==> config.mk <==
export PLATFORM = sky130hd
export DESIGN_NAME = cmd_proc
export DESIGN_NICKNAME = d
export VERILOG_FILES = /design/src/hdl/knight_pkg.sv /design/src/hdl/cmd_fsm.sv /design/src/hdl/square_counter.sv /design/src/hdl/frwrd_ramp.sv /design/src/hdl/heading_error.sv /design/src/hdl/cmd_proc.sv
export VERILOG_INCLUDE_DIRS = /design/src /design/src/hdl
export SDC_FILE = /design/constraint.sdc
export NUM_CORES = 1
export LEC_CHECK = 0
export BUFFER_PORTS_ARGS = -buffer_cell sky130_fd_sc_hd__buf_2
export CAP_MARGIN = 20
export CORE_ASPECT_RATIO = 1.25
export CORE_UTILIZATION = 61
export CTS_CLUSTER_SIZE = 10
export DETAILED_ROUTE_END_ITERATION = 12
export PLACE_DENSITY = 0.93
export SLEW_MARGIN = 20
export SYNTH_ARGS = -nofsm -noshare
export SYNTH_HDL_FRONTEND = slang
export SYNTH_HIERARCHICAL = 1
export SYNTH_SLANG_ARGS = --single-unit
==> constraint.sdc <==
create_clock -name clk -period 7.5 [get_ports clk]
set_clock_uncertainty 0.15 [all_clocks]
set_input_delay 0.75 -clock clk [delete_from_list [all_inputs] [get_ports clk]]
set_output_delay 0.75 -clock clk [all_outputs]
set_load 0.01 [all_outputs]
==> src/hdl/knight_settings.svh <==
// Build-time constants for the knight command processor.
// Include this header in every RTL file that needs a width or a step size.
// FAST_SIM picks the large ramp and nudge steps for short simulations.

`ifndef KNIGHT_SETTINGS_SVH
`define KNIGHT_SETTINGS_SVH

////////////////////////////////
// Simulation speed select
////////////////////////////////
`define FAST_SIM 1                      // 1 = large steps, 0 = real robot steps.

////////////////////////////////
// Datapath widths
////////////////////////////////
`define FRWRD_W   10                    // Forward speed width.
`define HEADING_W 12                    // Gyro heading and PID error width.
`define SQ_W      4                     // Square count field of a move command.

////////////////////////////////
// Forward speed ramp steps
////////////////////////////////
`define INC_AMT ((`FAST_SIM != 0) ? 10'h020 : 10'h003)  // Added per heading update.
`define DEC_AMT ((`FAST_SIM != 0) ? 10'h040 : 10'h006)  // Removed per heading update.

////////////////////////////////
// IR nudge and alignment
////////////////////////////////
// Left IR sees the line, so steer the error positive.
`define NUDGE_POS ((`FAST_SIM != 0) ? 12'h1FF : 12'h05F)
// Right IR sees the line, so steer the error negative.
`define NUDGE_NEG ((`FAST_SIM != 0) ? 12'hE00 : 12'hFA1)

`define ALIGN_THRESH 12'h02C            // |error| below this counts as aligned.

`endif

==> src/hdl/knight_pkg.sv <==
// Shared types of the knight command processor.
// Opcodes, FSM states and the heading, speed and pulse count types.
`default_nettype none

`include "knight_settings.svh"

package knight_pkg;

  ////////////////////////////////
  // Command opcodes, cmd[15:12]
  ////////////////////////////////
  typedef enum logic [3:0] {
    CAL     = 4'h2,                     // Calibrate gyro.
    MOV     = 4'h4,                     // Plain move.
    FANFARE = 4'h5,                     // Move, then the charge tune.
    TOUR    = 6                         // Hand off to the tour logic.
  } opcode_t;

  ////////////////////////////////
  // Command FSM states
  ////////////////////////////////
  typedef enum logic [2:0] {
    IDLE,                               // Waiting for cmd_rdy.
    CALIBRATE,                          // Waiting for cal_done.
    MOVE,                               // Turning onto the new heading.
    INCR,                               // Ramping up, counting squares.
    DECR                                // Ramping down to a stop.
  } state_t;

  typedef logic signed [`HEADING_W-1:0] heading_t;  // Gyro heading or PID error.
  typedef logic [`FRWRD_W-1:0]          speed_t;    // Forward speed.
  typedef logic [`SQ_W:0]               pulse_cnt_t; // cntrIR edges, two per square.

endpackage

`default_nettype wire

==> src/hdl/cmd_fsm.sv <==
// Command FSM of the knight robot.
// Accepts one command at a time through cmd_rdy/clr_cmd_rdy and steers
// the square counter, the speed ramp and the heading logic until the
// command finishes with a send_resp pulse.
`timescale 1ns/1ps
`default_nettype none

`include "knight_settings.svh"

module cmd_fsm (
  input  wire                 clk,
  input  wire                 rst_n,
  input  wire                 cmd_rdy,      // Receiver holds a command.
  input  knight_pkg::opcode_t opcode,       // Live opcode field of cmd.
  input  wire                 cal_done,     // Gyro calibration finished.
  input  wire                 aligned,      // Heading error is small.
  input  wire                 move_done,    // Square count reached.
  input  wire                 frwrd_zero,   // Speed is back to zero.
  output logic                clr_cmd_rdy,  // Command consumed.
  output logic                strt_cal,
  output logic                tour_go,
  output logic                fanfare_go,
  output logic                send_resp,
  output logic                moving,
  output logic                load_move,    // Capture heading and squares.
  output logic                clr_frwrd,
  output logic                inc_frwrd,
  output logic                dec_frwrd
);

  import knight_pkg::*;

  state_t  state;                       // Current state.
  state_t  nxt_state;
  opcode_t op_q;                        // Opcode of the command in progress.

  ////////////////////////////////
  // State and opcode registers
  ////////////////////////////////
  always_ff @(posedge clk, negedge rst_n) begin
    if (!rst_n) begin
      state <= IDLE;
      op_q  <= MOV;
    end else begin
      state <= nxt_state;
      if (clr_cmd_rdy)
        op_q <= opcode;                 // Latched at acceptance.
    end
  end

  ////////////////////////////////
  // Next state and control pulses
  ////////////////////////////////
  always_comb begin
    nxt_state   = state;
    clr_cmd_rdy = 1'b0;
    strt_cal    = 1'b0;
    tour_go     = 1'b0;
    fanfare_go  = 1'b0;
    send_resp   = 1'b0;
    moving      = 1'b0;
    load_move   = 1'b0;
    clr_frwrd   = 1'b0;
    inc_frwrd   = 1'b0;
    dec_frwrd   = 1'b0;

    case (state)
      CALIBRATE: begin
        if (cal_done) begin
          send_resp = 1'b1;             // Calibration done, answer.
          nxt_state = IDLE;
        end
      end

      MOVE: begin
        if (aligned) begin              // Only start rolling once pointed right.
          moving    = 1'b1;
          clr_frwrd = 1'b1;             // Ramp starts from a standstill.
          nxt_state = INCR;
        end
      end

      INCR: begin
        moving    = 1'b1;
        inc_frwrd = 1'b1;
        if (move_done) begin
          fanfare_go = (op_q == FANFARE); // Charge! at the last square.
          nxt_state  = DECR;
        end
      end

      DECR: begin
        dec_frwrd = 1'b1;
        if (frwrd_zero) begin
          send_resp = 1'b1;             // Stopped, move complete.
          nxt_state = IDLE;
        end else begin
          moving = 1'b1;                // Still coasting down.
        end
      end

      default: begin                    // IDLE.
        if (cmd_rdy) begin
          clr_cmd_rdy = 1'b1;           // Every command is consumed here.
          case (opcode)
            CAL: begin
              strt_cal  = 1'b1;
              nxt_state = CALIBRATE;
            end
            MOV, FANFARE: begin
              load_move = 1'b1;
              nxt_state = MOVE;
            end
            TOUR: tour_go = 1'b1;       // Tour logic takes over, stay idle.
            default: ;                  // Unknown opcode is dropped.
          endcase
        end
      end
    endcase
  end

endmodule

`default_nettype wire

==> src/hdl/square_counter.sv <==
// Square counter of the knight robot.
// Counts rising edges of the center IR sensor after a move is loaded.
// Each square crosses two lines, so the move is done at twice the count.
`timescale 1ns/1ps
`default_nettype none

`include "knight_settings.svh"

module square_counter (
  input  wire            clk,
  input  wire            rst_n,
  input  wire            load_move,     // New move accepted.
  input  wire [`SQ_W-1:0] squares,      // Squares to travel, from cmd[3:0].
  input  wire            cntrIR,        // Center IR, high over a line.
  output logic           move_done
);

  import knight_pkg::*;

  logic             cntr_ir_q;          // Previous cntrIR sample.
  logic             cntr_rise;
  logic [`SQ_W-1:0] squares_q;          // Captured square count.
  pulse_cnt_t       pulse_cnt;          // Lines crossed in this move.

  ////////////////////////////////
  // Line edge detect
  ////////////////////////////////
  always_ff @(posedge clk, negedge rst_n) begin
    if (!rst_n)
      cntr_ir_q <= 1'b0;
    else
      cntr_ir_q <= cntrIR;
  end

  assign cntr_rise = cntrIR & ~cntr_ir_q; // Low last cycle, high now.

  ////////////////////////////////
  // Move target and line count
  ////////////////////////////////
  always_ff @(posedge clk, negedge rst_n) begin
    if (!rst_n) begin
      squares_q <= '0;
      pulse_cnt <= '0;
    end else if (load_move) begin
      squares_q <= squares;
      pulse_cnt <= '0;                  // Fresh count per move.
    end else if (cntr_rise) begin
      pulse_cnt <= pulse_cnt + 1'b1;
    end
  end

  assign move_done = (pulse_cnt == {squares_q, 1'b0}); // Two lines per square.

endmodule

`default_nettype wire

==> src/hdl/frwrd_ramp.sv <==
// Forward speed register of the knight robot.
// Ramps the speed up or down by one step per gyro heading update,
// as steered by the command FSM. Feeds the motor drive directly.
`timescale 1ns/1ps
`default_nettype none

`include "knight_settings.svh"

module frwrd_ramp (
  input  wire                clk,
  input  wire                rst_n,
  input  wire                clr_frwrd,   // Start a ramp from zero.
  input  wire                inc_frwrd,   // Ramp up.
  input  wire                dec_frwrd,   // Ramp down.
  input  wire                heading_rdy, // Gyro update, paces the ramp.
  output knight_pkg::speed_t frwrd,
  output logic               frwrd_zero
);

  import knight_pkg::*;

  speed_t dec_step;                     // Never more than the speed itself.
  logic   at_max;

  assign dec_step   = (frwrd < `DEC_AMT) ? frwrd : `DEC_AMT;
  assign at_max     = &frwrd[`FRWRD_W-1:`FRWRD_W-2]; // Near top, stop adding.
  assign frwrd_zero = (frwrd == '0);

  ////////////////////////////////
  // Speed register
  ////////////////////////////////
  always_ff @(posedge clk, negedge rst_n) begin
    if (!rst_n)
      frwrd <= '0;
    else if (clr_frwrd)
      frwrd <= '0;
    else if (heading_rdy) begin         // One step per heading sample.
      if (inc_frwrd) begin
        if (!at_max)
          frwrd <= frwrd + `INC_AMT;
      end else if (dec_frwrd) begin
        frwrd <= frwrd - dec_step;      // Saturates at zero.
      end
    end
  end

endmodule

`default_nettype wire

==> src/hdl/heading_error.sv <==
// Heading error for the knight robot's PID.
// Holds the desired heading of the current move and forms
// error = heading - desired + IR nudge, wrapping in the heading width.
// aligned tells the FSM the turn is close enough to start rolling.
`timescale 1ns/1ps
`default_nettype none

`include "knight_settings.svh"

module heading_error (
  input  wire                  clk,
  input  wire                  rst_n,
  input  wire                  load_move,   // New move accepted.
  input  wire [7:0]            cmd_heading, // cmd[11:4].
  input  knight_pkg::heading_t heading,     // From the gyro.
  input  wire                  lftIR,       // Drifted left over a line.
  input  wire                  rghtIR,      // Drifted right over a line.
  output knight_pkg::heading_t error,
  output logic                 aligned
);

  import knight_pkg::*;

  heading_t               desired;      // Target heading of this move.
  heading_t               nudge;
  logic [`HEADING_W-1:0]  error_abs;    // Unsigned, so -2048 is never small.

  ////////////////////////////////
  // Desired heading
  ////////////////////////////////
  always_ff @(posedge clk, negedge rst_n) begin
    if (!rst_n)
      desired <= '0;
    else if (load_move) begin
      if (cmd_heading == 8'h00)
        desired <= '0;                  // North is exactly zero.
      else
        desired <= {cmd_heading, 4'hF}; // Low nibble fills to the sector center.
    end
  end

  ////////////////////////////////
  // Error and alignment
  ////////////////////////////////
  always_comb begin
    if (lftIR)
      nudge = `NUDGE_POS;               // Left wins if both are high.
    else if (rghtIR)
      nudge = `NUDGE_NEG;
    else
      nudge = '0;
  end

  assign error     = heading - desired + nudge;
  assign error_abs = error[`HEADING_W-1] ? -error : error;
  assign aligned   = (error_abs < `ALIGN_THRESH);

endmodule

`default_nettype wire

==> src/hdl/cmd_proc.sv <==
// Command processor of the knight robot, top level.
// Takes 16-bit commands from the Bluetooth receiver: [15:12] opcode,
// [11:4] heading and [3:0] squares. Drives the PID error, forward
// speed and the cal, tour and fanfare starts, and answers with send_resp.
`timescale 1ns/1ps
`default_nettype none

`include "knight_settings.svh"

module cmd_proc (
  input  wire                  clk,
  input  wire                  rst_n,
  input  wire [15:0]           cmd,         // Command word from the receiver.
  input  wire                  cmd_rdy,
  output logic                 clr_cmd_rdy,
  output logic                 send_resp,
  output logic                 strt_cal,
  input  wire                  cal_done,
  input  knight_pkg::heading_t heading,
  input  wire                  heading_rdy, // One cycle per gyro sample.
  input  wire                  lftIR,
  input  wire                  cntrIR,
  input  wire                  rghtIR,
  output knight_pkg::heading_t error,       // To the PID.
  output knight_pkg::speed_t   frwrd,       // To the PID.
  output logic                 moving,      // Lets the gyro integrate yaw.
  output logic                 tour_go,
  output logic                 fanfare_go
);

  knight_pkg::opcode_t opcode;          // cmd[15:12] as an opcode.
  logic                load_move;
  logic                move_done;
  logic                aligned;
  logic                clr_frwrd;
  logic                inc_frwrd;
  logic                dec_frwrd;
  logic                frwrd_zero;

  assign opcode = knight_pkg::opcode_t'(cmd[15:12]);

  cmd_fsm u_cmd_fsm (
    .clk         (clk),
    .rst_n       (rst_n),
    .cmd_rdy     (cmd_rdy),
    .opcode      (opcode),
    .cal_done    (cal_done),
    .aligned     (aligned),
    .move_done   (move_done),
    .frwrd_zero  (frwrd_zero),
    .clr_cmd_rdy (clr_cmd_rdy),
    .strt_cal    (strt_cal),
    .tour_go     (tour_go),
    .fanfare_go  (fanfare_go),
    .send_resp   (send_resp),
    .moving      (moving),
    .load_move   (load_move),
    .clr_frwrd   (clr_frwrd),
    .inc_frwrd   (inc_frwrd),
    .dec_frwrd   (dec_frwrd)
  );

  square_counter u_square_counter (
    .clk       (clk),
    .rst_n     (rst_n),
    .load_move (load_move),
    .squares   (cmd[`SQ_W-1:0]),
    .cntrIR    (cntrIR),
    .move_done (move_done)
  );

  frwrd_ramp u_frwrd_ramp (
    .clk         (clk),
    .rst_n       (rst_n),
    .clr_frwrd   (clr_frwrd),
    .inc_frwrd   (inc_frwrd),
    .dec_frwrd   (dec_frwrd),
    .heading_rdy (heading_rdy),
    .frwrd       (frwrd),
    .frwrd_zero  (frwrd_zero)
  );

  heading_error u_heading_error (
    .clk         (clk),
    .rst_n       (rst_n),
    .load_move   (load_move),
    .cmd_heading (cmd[11:4]),
    .heading     (heading),
    .lftIR       (lftIR),
    .rghtIR      (rghtIR),
    .error       (error),
    .aligned     (aligned)
  );

endmodule

`default_nettype wire

==> out/metrics.cfg <==
[logic_synthesis]
synth.cell_area_sq_um = 3209
ys_ff_latch = 36
yosys.area_share.simple_pct = 20.62
avgSynthCellArea_sq_um = 9.580
synth_top_area_cell = dfrtp_1
yosysWarnings = 6
async_reset_ff_share_pct = 100.0
syn_inst = 335
synth_flop_cell = dfrtp_1
synth_top_area_share_pct = 27.29
yosysSeqAreaShare_pct = 28.11
synth_top_family_by_area = simple AND/OR/NAND/NOR gates
yosys-mux-area-fraction_pct = 7.563
synth_cell_types = 76
synth_edf_count = 0
post-synth-top-count-cell = inv_1
synth_common_cells = inv_1 (43), dfrtp_1 (35), nor2_1 (18)
synth_area_leaders = dfrtp_1 (27%), fa_1 (6.9%), ha_1 (6.2%)
synth_compound_area_share_pct = 16.61
synthesis.nets = 398
synth-xor-area-share_pct = 4.756
yosys.area_share.adder_pct = 13.10

[power_and_ir_drop]
cellPowerDensity_nw_per_um2 = 474.7
p_sw_share_pct = 48.02
p_leak_nw = 1.755
seq_power_share_pct = 22.7
combPwrFrac_pct = 69.0
p_int_mw = 0.8842
clkPwrFrac_pct = 8.3
p_sw_mw = 0.8170
ir_worst_vdd_mv = 0.2693

[clocking]
clock-sinks = 36
root_buffer = clkbuf_8
cts_hold_buffers = 0
clk-insertion-delay-late_ps = 280
post-cts-setup-buffer-count = 0
path_clk_slew_ps = 70
h-tree-depth = 2
cts_tree = done
cts_resized = 0
cts_buffers = 5
cts_max_path_buffers = 2

[placed_design]
hpwlAfterDp_um = 5088
port_buffers = 63
globalplace.congestion = 0.8204
placed_area_sq_um = 3493

[drt]
drtIter0Drc = 237
drtPass1Iterations = 5
finalWirelength_um = 6516
vias = 2694
ant_nets = 0
routed_via_density = 5.908
drc = 0
routedWlPerCell_um = 14.29

[global_route]
first_global_vias = 2667
grt_pass1_wl_um = 11070
grt_usage_pct = 25.65
grt_max_degree = 37
grt_remaining_overflow = 0
antenna_found_initial = 0

[timing]
layout_min_cycle_time_ps = 5916
slew_headroom_pct = 46.86
finalMaxSlewViolations = 0
worstMarginPinSlew_ps = 797.1
finalHoldViolations = 0
whs_ps = 366.5
setup_tns_ps = 0
max_freq_mhz = 169.0
fin_crit_sh_pct = 78.88
setup_violations = 0
rsz0062_at_grt = no

[worst_setup_path]
r2r_cells = 15
worst-setup-path-type = in -> out
cp.arrival_ps = 5020
path_max_fanout = 9
endpoint_kind = output pin
start_kind = input port
r2r_slack_ps = 2290
crit_start = lftIR
crit_path_end = moving
timing.rr.start = u_heading_error/desired[3]
r2r_end = u_cmd_fsm/state[0]
worst_ep_required_time_ps = 6600

[layout]
drive_gt1_share_pct = 28.17
final_nets = 456
antennaDiodeCount = 0
final_area_sq_um = 3583
area_growth_pct = 11.66

[status]
status = finished clean

[die]
core_area_sq_um = 5080
initial_core_util_pct = 63.18
fp-row-count = 29
io_pins = 64
die_y_um = 83.10
die_w_um = 66.88
dieArea_sq_um = 5557

[run]
cap_violations = 0

[hold_path]
hold_path_class = reg -> reg

[per-stage QoR]
stage / worst slack, ps / total power [mW] / instances / util (%)
global route: 1374 / 1.857 / 456 / 70.54
CTS: 1550 / 1.699 / 456 / 70.54
global placement: 1663 / 1.502 / 448 / 68.77
detailed placement: 1559 / 1.555 / 448 / 68.77
floorplan: 2026 / 1.278 / 335 / -
finish: 1584 / 1.701 / 456 / 70.54
[metal layers]
metal / track usage [%] / wire, um / up-vias
met4: 8.897 / 89 / 0
met5: 0 / 0 / -
met2: 46.10 / 3437 / 81
li1: - / - / 1307
met1: 29.39 / 2683 / 1296
met3: 4.670 / 305 / 10
[layout make-up]
| class | instances | area, sq um |
|---|---|---|
| clock buffer | 8 | 90.09 |
| fill | 396 | 1496 |
| inverter | 44 | 165.2 |
| multi-input combinational | 241 | 2018 |
| sequential | 36 | 902.1 |
| tap | 62 | 77.57 |
| timing repair buffer | 65 | 330.3 |
[power groups by stage]
| stage | logic, mW | registers [mW] | clock network (mW) |
|---|---|---|---|
| after floorplan | 0.934 | 0.344 | 0 |
| after global placement | 1.12 | 0.378 | 0 |
| after detailed placement | 1.17 | 0.386 | 0 |
| after CTS | 1.17 | 0.384 | 0.143 |
| after global routing | 1.31 | 0.399 | 0.148 |
| final | 1.17 | 0.386 | 0.141 |
[how the worst min path moves through the flow]
| stage | depth (start not counted) | from | to |
|---|---|---|---|
| after global routing | 1 | u_cmd_fsm/op_q[0] | u_cmd_fsm/op_q[0] |
| final | 1 | u_frwrd_ramp/frwrd[0] | u_frwrd_ramp/frwrd[0] |
| after floorplan | 0 | rst_n | u_cmd_fsm/op_q[0] |
| after global placement | 1 | u_cmd_fsm/op_q[0] | u_cmd_fsm/op_q[0] |
| after CTS | 1 | u_frwrd_ramp/frwrd[0] | u_frwrd_ramp/frwrd[0] |
| after detailed placement | 1 | u_frwrd_ramp/frwrd[0] | u_frwrd_ramp/frwrd[0] |
[state kept, by name (all words and copies together), names as in the netlist]
register,flops
u_square_counter/squares_q,4
u_cmd_fsm/op_q,4
u_square_counter/cntr_ir_q,1
u_square_counter/pulse_cnt,5
u_cmd_fsm/state,3
u_heading_error/desired,9
u_frwrd_ramp/frwrd,10
[cell families (layout without fill, tap and decap cells)]
group                      Yosys count  count (layout)
AOI/OAI and AO/OA                   71              71
xor gates and xnor gates            15              15
adders and majority gates           27              27
buffers and inverters               58             117
DFF                                 36              36
muxes                               22              22
other                                2               2
and+or+nand+nor                    104             104
[placed cells by master (no fill, tap or decap), drive strengths merged, types with 6 or more instances in the layout]
| cell | n |
|---|---|
| a21oi | 16 |
| a31oi | 6 |
| buf | 65 |
| clkbuf | 8 |
| dfrtp | 35 |
| fa | 11 |
| ha | 16 |
| inv | 44 |
| mux2 | 18 |
| nand2 | 16 |
| nor2 | 18 |
| nor2b | 6 |
| nor3 | 8 |
| nor4 | 8 |
| o21ai | 10 |
| xnor2 | 7 |
| xor2 | 7 |
[worst max-delay path, stage by stage]
cell	delay, ps
buf_2	100
inv_1	360
fa_1	510
inv_1	70
ha_1	280
and3_2	260
a2111oi_4	360
xor2_2	250
inv_2	60
or4_4	550
or4_4	430
a211o_1	310
a221oi_2	340
nor2_1	70
o21bai_1	150
buf_2	150
No activity file was read; power rests on OpenSTA's default activity.
